`src/muldiv_op_pkg.sv`:
```
package muldiv_op_pkg;

  typedef enum logic [3:0] {
    OP_NONE   = 4'd0,
    OP_MUL    = 4'd1,
    OP_MULH   = 4'd2,
    OP_MULHSU = 4'd3,
    OP_MULHU  = 4'd4,
    OP_DIV    = 4'd5,
    OP_DIVU   = 4'd6,
    OP_REM    = 4'd7,
    OP_REMU   = 4'd8
  } muldiv_op_t;

  function automatic logic is_mul_op(input muldiv_op_t op);
    return op inside {OP_MUL, OP_MULH, OP_MULHSU, OP_MULHU};
  endfunction

  function automatic logic is_div_op(input muldiv_op_t op);
    return op inside {OP_DIV, OP_DIVU, OP_REM, OP_REMU};
  endfunction

  // Upper half of the product is returned
  function automatic logic is_mul_high(input muldiv_op_t op);
    return op inside {OP_MULH, OP_MULHSU, OP_MULHU};
  endfunction

  function automatic logic is_rem_op(input muldiv_op_t op);
    return op inside {OP_REM, OP_REMU};
  endfunction

  function automatic logic is_signed_rs1(input muldiv_op_t op);
    return op inside {OP_MUL, OP_MULH, OP_MULHSU, OP_DIV, OP_REM};
  endfunction

  function automatic logic is_signed_rs2(input muldiv_op_t op);
    return op inside {OP_MUL, OP_MULH, OP_DIV, OP_REM};
  endfunction

endpackage

```
`src/muldiv_tag_pkg.sv`:
```
package muldiv_tag_pkg;

  localparam int RD_TAG_W  = 6;
  localparam int BR_MASK_W = 4;
  localparam int BR_TAG_W  = $clog2(BR_MASK_W);

  // Destination tag, travels with the result
  typedef logic [RD_TAG_W-1:0] rd_tag_t;

  // One bit per unresolved branch
  typedef logic [BR_MASK_W-1:0] br_mask_t;

  typedef logic [BR_TAG_W-1:0] br_tag_t;

  // An operation dies when the killed branch is one it depends on
  function automatic logic is_killed(
    input logic     kill_valid,
    input br_tag_t  kill_tag,
    input br_mask_t br_mask
  );
    return kill_valid & br_mask[kill_tag];
  endfunction

endpackage

```
`src/muldiv_mul_pipe.sv`:
```
`timescale 1ns/1ps

module muldiv_mul_pipe #(
  parameter int XLEN       = 32,
  parameter int MUL_UNROLL = 8
) (
  input  logic                      i_clk,
  input  logic                      i_reset_n,
  input  logic                      i_valid,
  input  muldiv_op_pkg::muldiv_op_t i_op,
  input  logic [XLEN-1:0]           i_rs1,
  input  logic [XLEN-1:0]           i_rs2,
  input  muldiv_tag_pkg::rd_tag_t   i_rd_tag,
  input  muldiv_tag_pkg::br_mask_t  i_br_mask,
  input  logic                      i_kill_valid,
  input  muldiv_tag_pkg::br_tag_t   i_kill_tag,
  output logic                      o_valid,
  output logic [XLEN-1:0]           o_res,
  output muldiv_tag_pkg::rd_tag_t   o_rd_tag,
  output logic                      o_busy_tail
);

  localparam int MUL_STEP = XLEN / MUL_UNROLL;

  typedef logic [XLEN:0]     oper_t;  // Operand plus extension bit
  typedef logic [2*XLEN-1:0] prod_t;

  oper_t w_op1;
  oper_t w_op2;

  // Stage sources, index 0 is the issue port
  logic                      w_valid  [MUL_STEP];
  muldiv_op_pkg::muldiv_op_t w_op     [MUL_STEP];
  muldiv_tag_pkg::rd_tag_t   w_rd_tag [MUL_STEP];
  muldiv_tag_pkg::br_mask_t  w_mask   [MUL_STEP];
  oper_t                     w_mplier [MUL_STEP];
  oper_t                     w_mcand  [MUL_STEP];
  prod_t                     w_acc    [MUL_STEP];

  logic                      r_valid  [1:MUL_STEP];
  muldiv_op_pkg::muldiv_op_t r_op     [1:MUL_STEP];
  muldiv_tag_pkg::rd_tag_t   r_rd_tag [1:MUL_STEP];
  muldiv_tag_pkg::br_mask_t  r_mask   [1:MUL_STEP];
  prod_t                     r_acc    [1:MUL_STEP];
  oper_t                     r_mplier [1:MUL_STEP-1];
  oper_t                     r_mcand  [1:MUL_STEP-1];

  assign w_op1 = muldiv_op_pkg::is_signed_rs1(i_op) ? {i_rs1[XLEN-1], i_rs1} : {1'b0, i_rs1};
  assign w_op2 = muldiv_op_pkg::is_signed_rs2(i_op) ? {i_rs2[XLEN-1], i_rs2} : {1'b0, i_rs2};

  // ================================================
  // Unrolled stages
  // ================================================

  for (genvar s = 0; s < MUL_STEP; s++) begin : g_stage
    logic [MUL_UNROLL:0] w_slice;
    prod_t               w_part;

    if (s == 0) begin : g_src_issue
      assign w_valid[s]  = i_valid;
      assign w_op[s]     = i_op;
      assign w_rd_tag[s] = i_rd_tag;
      assign w_mask[s]   = i_br_mask;
      assign w_mplier[s] = w_op1;
      assign w_mcand[s]  = w_op2;
      assign w_acc[s]    = '0;
    end else begin : g_src_reg
      assign w_valid[s]  = r_valid[s];
      assign w_op[s]     = r_op[s];
      assign w_rd_tag[s] = r_rd_tag[s];
      assign w_mask[s]   = r_mask[s];
      assign w_mplier[s] = r_mplier[s];
      assign w_mcand[s]  = r_mcand[s];
      assign w_acc[s]    = r_acc[s];
    end

    if (s == MUL_STEP - 1) begin : g_top_slice
      assign w_slice = {w_mcand[s][XLEN], w_mcand[s][s*MUL_UNROLL +: MUL_UNROLL]};  // Sign weight
    end else begin : g_low_slice
      assign w_slice = {1'b0, w_mcand[s][s*MUL_UNROLL +: MUL_UNROLL]};
    end

    assign w_part = {{(XLEN-1){w_mplier[s][XLEN]}}, w_mplier[s]}
                  * {{(2*XLEN-MUL_UNROLL-1){w_slice[MUL_UNROLL]}}, w_slice};

    always_ff @(posedge i_clk or negedge i_reset_n) begin
      if (!i_reset_n) begin
        r_valid[s+1] <= 1'b0;
      end else begin
        r_valid[s+1] <= w_valid[s] &
                        ~muldiv_tag_pkg::is_killed(i_kill_valid, i_kill_tag, w_mask[s]);
      end
    end

    always_ff @(posedge i_clk) begin
      r_acc[s+1]    <= w_acc[s] + (w_part << (s * MUL_UNROLL));
      r_op[s+1]     <= w_op[s];
      r_rd_tag[s+1] <= w_rd_tag[s];
      r_mask[s+1]   <= w_mask[s];
    end

    if (s < MUL_STEP - 1) begin : g_pass_oper
      always_ff @(posedge i_clk) begin
        r_mplier[s+1] <= w_mplier[s];
        r_mcand[s+1]  <= w_mcand[s];
      end
    end
  end

  // ================================================
  // Result
  // ================================================

  assign o_valid = r_valid[MUL_STEP] &
                   ~muldiv_tag_pkg::is_killed(i_kill_valid, i_kill_tag, r_mask[MUL_STEP]);

  assign o_res = muldiv_op_pkg::is_mul_high(r_op[MUL_STEP]) ?
                 r_acc[MUL_STEP][2*XLEN-1:XLEN] : r_acc[MUL_STEP][XLEN-1:0];

  assign o_rd_tag = r_rd_tag[MUL_STEP];

  assign o_busy_tail = r_valid[MUL_STEP-1] | r_valid[MUL_STEP];  // Last two stages

endmodule

```
`src/muldiv_div_unit.sv`:
```
`timescale 1ns/1ps

module muldiv_div_unit #(
  parameter int XLEN = 32
) (
  input  logic                      i_clk,
  input  logic                      i_reset_n,
  input  logic                      i_valid,
  input  muldiv_op_pkg::muldiv_op_t i_op,
  input  logic [XLEN-1:0]           i_rs1,
  input  logic [XLEN-1:0]           i_rs2,
  input  muldiv_tag_pkg::rd_tag_t   i_rd_tag,
  input  muldiv_tag_pkg::br_mask_t  i_br_mask,
  input  logic                      i_kill_valid,
  input  muldiv_tag_pkg::br_tag_t   i_kill_tag,
  input  logic                      i_resp_ready,
  output logic                      o_ready,
  output logic                      o_valid,
  output logic [XLEN-1:0]           o_res,
  output muldiv_tag_pkg::rd_tag_t   o_rd_tag
);

  localparam int CNT_W = $clog2(XLEN);
  localparam logic [XLEN-1:0] MOST_NEG = {1'b1, {(XLEN-1){1'b0}}};

  typedef enum logic [2:0] {
    IDLE,
    SPECIAL,
    RUN,
    FIX,
    DONE
  } div_state_t;

  div_state_t r_state;
  div_state_t w_state_next;

  muldiv_op_pkg::muldiv_op_t r_op;
  muldiv_tag_pkg::rd_tag_t   r_rd_tag;
  muldiv_tag_pkg::br_mask_t  r_br_mask;

  logic [XLEN-1:0]  r_quot;     // Dividend shifts out, quotient shifts in
  logic [XLEN-1:0]  r_rem;
  logic [XLEN-1:0]  r_divisor;
  logic [XLEN-1:0]  r_res;
  logic [CNT_W-1:0] r_count;
  logic             r_neg_q;
  logic             r_neg_r;
  logic             r_div_zero;

  logic            w_signed;
  logic            w_rs1_neg;
  logic            w_rs2_neg;
  logic [XLEN-1:0] w_abs_rs1;
  logic [XLEN-1:0] w_abs_rs2;
  logic            w_div_zero;
  logic            w_overflow;
  logic            w_special;
  logic            w_accept;
  logic            w_kill;
  logic [XLEN:0]   w_rem_shift;
  logic [XLEN:0]   w_diff;

  // ================================================
  // Issue decode
  // ================================================

  assign w_signed   = muldiv_op_pkg::is_signed_rs1(i_op);
  assign w_rs1_neg  = w_signed & i_rs1[XLEN-1];
  assign w_rs2_neg  = w_signed & i_rs2[XLEN-1];
  assign w_abs_rs1  = w_rs1_neg ? -i_rs1 : i_rs1;
  assign w_abs_rs2  = w_rs2_neg ? -i_rs2 : i_rs2;
  assign w_div_zero = (i_rs2 == '0);
  assign w_overflow = w_signed & (i_rs1 == MOST_NEG) & (&i_rs2);
  assign w_special  = w_div_zero | w_overflow;

  assign w_accept = i_valid & (r_state == IDLE) &
                    ~muldiv_tag_pkg::is_killed(i_kill_valid, i_kill_tag, i_br_mask);
  assign w_kill   = muldiv_tag_pkg::is_killed(i_kill_valid, i_kill_tag, r_br_mask);

  // One restoring step
  assign w_rem_shift = {r_rem, r_quot[XLEN-1]};
  assign w_diff      = w_rem_shift - {1'b0, r_divisor};

  // ================================================
  // FSM
  // ================================================

  always_comb begin
    w_state_next = r_state;
    case (r_state)
      IDLE:    if (w_accept) w_state_next = w_special ? SPECIAL : RUN;
      SPECIAL: w_state_next = FIX;
      RUN:     if (r_count == '0) w_state_next = FIX;
      FIX:     w_state_next = DONE;
      DONE:    if (i_resp_ready) w_state_next = IDLE;
      default: w_state_next = IDLE;
    endcase
    if ((r_state != IDLE) && w_kill) begin
      w_state_next = IDLE;  // Dropped without a result
    end
  end

  always_ff @(posedge i_clk or negedge i_reset_n) begin
    if (!i_reset_n) begin
      r_state <= IDLE;
    end else begin
      r_state <= w_state_next;
    end
  end

  always_ff @(posedge i_clk) begin
    case (r_state)
      IDLE: begin
        if (w_accept) begin
          r_op       <= i_op;
          r_rd_tag   <= i_rd_tag;
          r_br_mask  <= i_br_mask;
          r_quot     <= w_special ? i_rs1 : w_abs_rs1;
          r_rem      <= '0;
          r_divisor  <= w_abs_rs2;
          r_count    <= CNT_W'(XLEN - 1);
          r_div_zero <= w_div_zero;
          r_neg_q    <= ~w_special & (w_rs1_neg ^ w_rs2_neg);
          r_neg_r    <= ~w_special & w_rs1_neg;  // Remainder takes the dividend sign
        end
      end
      SPECIAL: begin
        if (r_div_zero) begin
          r_quot <= '1;
          r_rem  <= r_quot;
        end
      end
      RUN: begin
        r_quot  <= {r_quot[XLEN-2:0], ~w_diff[XLEN]};
        r_rem   <= w_diff[XLEN] ? w_rem_shift[XLEN-1:0] : w_diff[XLEN-1:0];
        r_count <= r_count - 1'b1;
      end
      FIX: begin
        if (muldiv_op_pkg::is_rem_op(r_op)) begin
          r_res <= r_neg_r ? -r_rem : r_rem;
        end else begin
          r_res <= r_neg_q ? -r_quot : r_quot;
        end
      end
      default: ;
    endcase
  end

  assign o_ready  = (r_state == IDLE);
  assign o_valid  = (r_state == DONE) & ~w_kill;
  assign o_res    = r_res;
  assign o_rd_tag = r_rd_tag;

endmodule

```
`src/muldiv_pipe.sv`:
```
`timescale 1ns/1ps

module muldiv_pipe #(
  parameter int XLEN       = 32,
  parameter int MUL_UNROLL = 8
) (
  input  logic                      i_clk,
  input  logic                      i_reset_n,
  input  logic                      i_valid,
  input  muldiv_op_pkg::muldiv_op_t i_op,
  input  logic [XLEN-1:0]           i_rs1,
  input  logic [XLEN-1:0]           i_rs2,
  input  muldiv_tag_pkg::rd_tag_t   i_rd_tag,
  input  muldiv_tag_pkg::br_mask_t  i_br_mask,
  input  logic                      i_kill_valid,
  input  muldiv_tag_pkg::br_tag_t   i_kill_tag,
  output logic                      o_stall,
  output logic                      o_valid,
  output logic [XLEN-1:0]           o_res,
  output muldiv_tag_pkg::rd_tag_t   o_rd_tag
);

  logic                    w_mul_valid;
  logic [XLEN-1:0]         w_mul_res;
  muldiv_tag_pkg::rd_tag_t w_mul_rd_tag;
  logic                    w_mul_busy_tail;

  logic                    w_div_ready;
  logic                    w_div_valid;
  logic [XLEN-1:0]         w_div_res;
  muldiv_tag_pkg::rd_tag_t w_div_rd_tag;

  // ================================================
  // Issue split
  // ================================================

  muldiv_mul_pipe #(
    .XLEN       (XLEN),
    .MUL_UNROLL (MUL_UNROLL)
  ) u_mul (
    .i_clk        (i_clk),
    .i_reset_n    (i_reset_n),
    .i_valid      (i_valid & muldiv_op_pkg::is_mul_op(i_op)),
    .i_op         (i_op),
    .i_rs1        (i_rs1),
    .i_rs2        (i_rs2),
    .i_rd_tag     (i_rd_tag),
    .i_br_mask    (i_br_mask),
    .i_kill_valid (i_kill_valid),
    .i_kill_tag   (i_kill_tag),
    .o_valid      (w_mul_valid),
    .o_res        (w_mul_res),
    .o_rd_tag     (w_mul_rd_tag),
    .o_busy_tail  (w_mul_busy_tail)
  );

  muldiv_div_unit #(
    .XLEN (XLEN)
  ) u_div (
    .i_clk        (i_clk),
    .i_reset_n    (i_reset_n),
    .i_valid      (i_valid & muldiv_op_pkg::is_div_op(i_op)),
    .i_op         (i_op),
    .i_rs1        (i_rs1),
    .i_rs2        (i_rs2),
    .i_rd_tag     (i_rd_tag),
    .i_br_mask    (i_br_mask),
    .i_kill_valid (i_kill_valid),
    .i_kill_tag   (i_kill_tag),
    .i_resp_ready (~w_mul_valid),  // Multiplier wins the write-back
    .o_ready      (w_div_ready),
    .o_valid      (w_div_valid),
    .o_res        (w_div_res),
    .o_rd_tag     (w_div_rd_tag)
  );

  // Divider busy, or multiplies about to leave the pipe
  assign o_stall = ~w_div_ready | w_mul_busy_tail;

  // ================================================
  // Write-back merge
  // ================================================

  assign o_valid  = w_mul_valid | w_div_valid;
  assign o_res    = w_mul_valid ? w_mul_res : w_div_res;
  assign o_rd_tag = w_mul_valid ? w_mul_rd_tag : w_div_rd_tag;

endmodule

```
`config.mk`:
```
export PLATFORM = sky130hd
export DESIGN_NAME = muldiv_pipe
export DESIGN_NICKNAME = d
export VERILOG_FILES = /design/src/muldiv_op_pkg.sv /design/src/muldiv_tag_pkg.sv /design/src/muldiv_mul_pipe.sv /design/src/muldiv_div_unit.sv /design/src/muldiv_pipe.sv
export SDC_FILE = /design/constraint.sdc
export NUM_CORES = 2
export LEC_CHECK = 0
export ABC_AREA = 0
export BUFFER_PORTS_ARGS = -buffer_cell sky130_fd_sc_hd__buf_4
export CAP_MARGIN = 20
export CORE_MARGIN = 2
export CORE_UTILIZATION = 40
export CTS_BUF_LIST = sky130_fd_sc_hd__clkbuf_4
export DETAILED_ROUTE_END_ITERATION = 6
export PLACE_DENSITY_LB_ADDON = 0.1
export SYNTH_ARGS = -nofsm -noshare
export SYNTH_HDL_FRONTEND = slang
export SYNTH_SLANG_ARGS = --single-unit
```
`constraint.sdc`:
```
create_clock -name i_clk -period 18.1 [get_ports i_clk]
set_input_delay 0.905 -clock i_clk [delete_from_list [all_inputs] [get_ports i_clk]]
set_output_delay 0.905 -clock i_clk [all_outputs]
set_load 0.03 [all_outputs]
```
======== Word level (Yosys, flattened, before mapping) ========
Memory sizes are Yosys's and may differ from the RTL's.
Index checks and enable logic that the tools add are counted.
W data, S select, Z words.
word-level totals
  memories kept ........................... 6
  RAM bits ................................ 510
  output and inout port bits .............. 40
  flip-flop bits (word level) ............. 157
  input bits .............................. 84
  bits in latches ......................... 0
  logic and storage cells ................. 151
  memory bits (read-only) ................. 0
memory list
  memory          words  bits a word  rd ports  clocked after Yosys merged registers in  write ports  line                   RTL
  u_mul.r_acc     4      64           4         0                                        4            muldiv_mul_pipe.sv:44  prod_t r_acc [1:MUL_STEP];
  u_mul.r_mcand   3      33           3         0                                        3            muldiv_mul_pipe.sv:46  oper_t r_mcand [1:MUL_STEP-1];
  u_mul.r_mplier  3      33           3         0                                        3            muldiv_mul_pipe.sv:45  oper_t r_mplier [1:MUL_STEP-1];
  u_mul.r_rd_tag  4      6            4         0                                        4            muldiv_mul_pipe.sv:42  muldiv_tag_pkg::rd_tag_t r_rd_tag [1:MUL_STEP];
  u_mul.r_mask    4      4            4         0                                        4            muldiv_mul_pipe.sv:43  muldiv_tag_pkg::br_mask_t r_mask [1:MUL_STEP];
  u_mul.r_op      4      4            4         0                                        4            muldiv_mul_pipe.sv:41  muldiv_op_pkg::muldiv_op_t r_op [1:MUL_STEP];
operators by class
  reduce and logical (&&, ||, !) cells .... 18
  eq/ne operators ......................... 23
  magnitude comparators ................... 1
  $mul .................................... 4
  div/mod/pow operators ................... 0
  shifts and indexed selects .............. 0
  bitwise gates (word level) .............. 36
  $add $sub $neg .......................... 9
  multiplexer cells ....................... 38
operators with widths
  kind                    number
  $mux W32                13
  $add A64 B64 Y64        3
  $pmux W32 S3            2
  $neg A32 Y32            4
  $mul A33 B9 Y42         3
  $mux W33                2
  $mul A33 B9 Y40         1
  $sub A33 B32 Y33        1
  $eq A32 B32 Y1 const B  1
  $logic_not A32 Y1       1
  $reduce_and A32 Y1      1
  $eq A4 B3 Y1 const B    6
  $and A1 B1 Y1           22
  $eq A4 B2 Y1 const B    4
  $pmux W3 S5             1
  $bmux W1 S2             6
  $mux W3                 4
  $reduce_bool A4 Y1      3
  $pmux W5 S2             1
  $not A1 Y1              9
  $reduce_bool A3 Y1      3
  $eq A4 B4 Y1 const B    2
  $eq A3 B2 Y1 const B    2
  $mux W1                 6
  20 further kinds        28

======== Logic depth before layout (Yosys ltp) ========
  word-level depth ........................ 9
  depth in mapped cells ................... 34

======== Hierarchy ========
Synthesis repeated with hierarchy kept, for this count alone.
second synthesis, totals
  cells, all modules ...................... 6773
  area, all modules ....................... 63453.4 um2
modules (own cells, without submodules)
  module           area each (um2)  seq. area each (um2)  cells an instance  instances
  muldiv_mul_pipe  51978.6          8908.5                5545               1
  muldiv_div_unit  10941.7          4579.4                1177               1
  muldiv_pipe      533.0            0.0                   51                 1

======== Worst setup path before layout ========
Ideal clock, no wire load.
  path kind ............................... in2reg
  start point ............................. input port i_kill_tag[0]
  end point ............................... register u_div.r_quot[0], enable pin
  library setup time ...................... 589 ps
  buffers on the path ..................... 1
  stages on the path ...................... 5
  arrival ................................. 6953 ps
  slack ................................... 10558 ps
  cells stage by stage .................... clkbuf_1 mux4_2 a21boi_0 nand3_1 a221oi_1
between the ends
  word-level cells in the longest chain between the ends .. 7
ends and longest elaborated chain
  item                           line                    RTL
  from (decl)                    muldiv_pipe.sv:16       input muldiv_tag_pkg::br_tag_t i_kill_tag,
  $bmux W1 S2                    muldiv_tag_pkg.sv:21    return kill_valid & br_mask[kill_tag];
  $mux W1 (implied by the code)  muldiv_tag_pkg.sv:21
  $and A1 B1 Y1                  muldiv_tag_pkg.sv:21
  $not A1 Y1                     muldiv_div_unit.sv:77   ~muldiv_tag_pkg::is_killed(i_kill_valid, i_kill_tag, i_br_mask);
  $and A1 B1 Y1                  muldiv_div_unit.sv:76   assign w_accept = i_valid & (r_state == IDLE) &
  $ne A2 B1 Y1 (no line)         --
  $reduce_and A3 Y1 (no line)    --
  to (signal assigned)           muldiv_div_unit.sv:118  r_quot <= w_special ? i_rs1 : w_abs_rs1;
  to (signal assigned)           muldiv_div_unit.sv:134  r_quot <= {r_quot[XLEN-2:0], ~w_diff[XLEN]};
  to (decl)                      muldiv_div_unit.sv:41   logic [XLEN-1:0] r_quot;
Every way passes these cells. The select of a mux whose other input is x is not followed.
A chain may end at the register's enable or synchronous reset.

==> run summary <==
status = complete, no violations
crit path kind = register to register
wire per inst = 20.0 µm
RSZ-0062 raised after global routing = false
Antenna Nets Post-Route = 0
io pins = 124
placer congestion estimate = 0.873
length in cells of the worst reg-to-reg path = 30
setup violators final = 0
crit share post-route = 45.3%
clock buffer depth = 3
CP Capture Type = register
clock sink total = 597
Fin. Hold Viols = 0
Nets = 8421
Synth Net Count = 8246
first-pass GRT wire length = 290000 µm
largest net degree at the start of global routing = 73
DRT Pass-1 Iters = 6
slowest cell on the critical path = a2111oi_1
Fmax = 122 MHz
post-layout min period = 8.20 ns
Post-CTS Resized = 0
DRT iter0 DRCs = 2810
delay-heaviest family, CP = compound AO/OA/AOI/OAI gates
DR vias = 47185
clock root cell = clkbuf_4
sequential fraction of the synthesis area = 21.4%
Yosys reg bits = 597
worst reg2reg setup slack = 9.90 ns
Yosys cell types = 87
Clock Skew = 0.118 ns
core area = 0.156 mm²
Post-synth EDFFs = 150
Slew Limit Fails = 0
# port buffers = 123
DP HPWL = 146000 µm
number of global-route vias before repair = 49804
syn avg cell area = 9.25 µm²
CTS Buf Count = 166
Startpoint Class = register
H-tree levels = 4
critical path required time = 19.09 ns
Synth-to-Final Area Change = 9.44%
initial antenna violation count = 18
row cnt = 145
Die Area = 0.161 mm²
Main synth FF type = dfxtp_1
worst rel slew slack = 25.5%
Die H = 401 µm
critical path peak fanout = 9
chip width = 401 µm
CTS Hold Bufs = 66
Worst-path clk slew = 0.06 ns
CTS tree = done
remaining global-route overflow = 0
r2r endpoint = u_mul.r_acc[0][252]
Cells after Synth = 6811
Cell Count Post-Placement = 8807
DR vias/cell = 5.14
Max-Cap Viols = 0
worst slew pin tran = 1.11 ns
hold_ws = 0.125 ns
fillers = 15513
Syn Std Cell Area = 0.0630 mm²
WHS Endpoint = u_mul.r_mplier[0][61]
crit-path max cell delay = 0.75 ns
post-CTS setup buffer count = 0
Buf+Inv Stages, Crit Path = 4
synth warn = 0
layout cells sized above 1 = 6.72%
DRC violations left = 0
Worst Hold Path Cells = 1
CP Launch Point = u_mul.r_mplier[0][77]
Total Neg Setup Slack = 0 ns
Layout Cells excl Fill = 9187
min-delay src = i_rs1[28]
Clk Latency, worst-skew pair = 1.14 ns
GRT Util Overall = 23.2%
Reg-to-Reg Start = u_mul.r_mplier[0][77]
final WL = 184000 µm
min-delay worst type = primary input to register
asr flop ratio synth = 1.17%
Initial Util = 40.3%
worst path arrival time = 9.19 ns
-- cell usage after synthesis (all sizes together) (7+ instances only) --
cell     count  share of area (%)
edfxtp     150                7.1
fa         847                 27
xnor2      283                3.9
nand2b      52               0.53
o41ai       11               0.18
a31oi       41               0.41
clkbuf     211                1.3
a21oi      375                3.0
a221oi       7              0.097
ha         504                 10
nand4       34               0.34
dfxtp      440                 14
nor2       314                1.9
mux2i       66                1.0
and4        10               0.14
o31ai       32               0.40
or4         10               0.14
a21o       156                1.9
o21a        32               0.38
nor3b       12               0.14
a21boi      10               0.12
or3         31               0.32
nor2b       57               0.57
dfrtp        7               0.28
xor2       131                1.8
or2         13               0.13
o21ai      210                1.7
nand2      659                3.9
a211o       12               0.17
o21bai      38               0.45
mux2         8               0.14
nand3       59               0.47
and2       642                6.4
a211oi      26               0.31
nor3        56               0.44
inv       1046                6.2
nor4        22               0.23
a22oi        7              0.083
a2111oi      7              0.099
and3        38               0.38
o211ai      34               0.41
a31o         9               0.13
buf          9              0.069
-- state kept, by name, indices dropped and copies added (netlist names) --
register,count
u_div.r_state,3
u_div.o_rd_tag,6
u_div.r_op,4
u_div.r_count,5
u_div.r_div_zero,1
u_mul.r_op,16
u_mul.r_rd_tag,24
u_mul.r_mask,16
u_mul.r_valid,4
u_div.r_neg_r,1
u_mul.r_mcand,51
u_div.r_br_mask,4
u_div.r_neg_q,1
u_mul.r_mplier,99
u_div.r_quot,32
u_mul.r_acc,234
u_div.o_res,32
u_div.r_divisor,32
u_div.r_rem,32
-- stage by stage --
stage	cell area [µm²]	setup WS [ns]	util, %
6_report	69000	9.90	44.1
5_1_grt	69000	9.27	44.1
4_1_cts	68900	9.63	44.0
3_5_place_dp	66100	9.69	42.2
3_3_place_gp	66000	9.54	42.2
2_1_floorplan	63000	10.56	-
-- cell usage in the layout, fill, tap and decap left out, types with 14 or more instances in the layout --
master / instances
nor2b_1: 57
nand2b_1: 51
xor2_1: 130
xnor2_1: 283
and3_1: 38
edfxtp_1: 150
nand2_1: 657
nor3_1: 56
or3_1: 30
o21ai_0: 207
fa_1: 847
a211oi_1: 26
nor2_1: 313
a31oi_1: 41
nand4_1: 34
o31ai_1: 31
mux2i_1: 66
o211ai_1: 33
nor4_1: 21
inv_1: 1045
clkbuf_4: 232
o21a_1: 32
dfxtp_1: 440
dlygate4sd3_1: 66
o21bai_1: 38
a21oi_1: 375
a21o_1: 156
clkinv_1: 42
nand3_1: 59
diode_2: 14
ha_1: 504
buf_4: 155
and2_1: 642
-- area by class of cell --
type | instances | area, µm² | share of cell area, %
multi-input combinational | 4948 | 44800 | 65.0
clock inverter | 65 | 393 | 0.570
inverter | 1046 | 3930 | 5.69
timing repair buffer | 227 | 1980 | 2.87
sequential | 597 | 13500 | 19.6
antenna | 14 | 35.0 | 0.0508
tap | 2058 | 2570 | 3.73
clock buffer | 232 | 1740 | 2.53
-- layer usage --
layer	vias up	global-route usage [%]	share of wire, %
met5	-	0	0.0071
met4	2	6.42	2.7
met3	246	4.33	5.8
met2	1050	36.4	44
met1	23510	32.7	47
li1	22377	-	-
-- logic make-up after synthesis --
logic type	after synthesis	synth area share [%]
muxes	80	1.41
DFF	597	21.4
buffers and inverters	1266	7.56
adders and majority gates	1351	36.9
xor gates and xnor gates	414	5.77
and+or+nand+nor	2031	16.3
AOI/OAI and AO/OA	1072	10.7
-- worst max path at each step --
stage	slack, ns	end	depth (start not counted)
after floorplan	10.56	u_div.r_quot[0]	5
after global placement	9.54	u_mul.r_acc[0][317]	29
after detailed placement	9.69	u_mul.r_acc[0][317]	27
after CTS	9.63	u_mul.r_acc[0][317]	27
after global routing	9.27	u_mul.r_acc[0][317]	30
final	9.90	u_mul.r_acc[0][252]	30
Power is left out: the tool's default activity adds up to more than one toggle a clock period on the data nets, which glitch-free logic cannot reach.
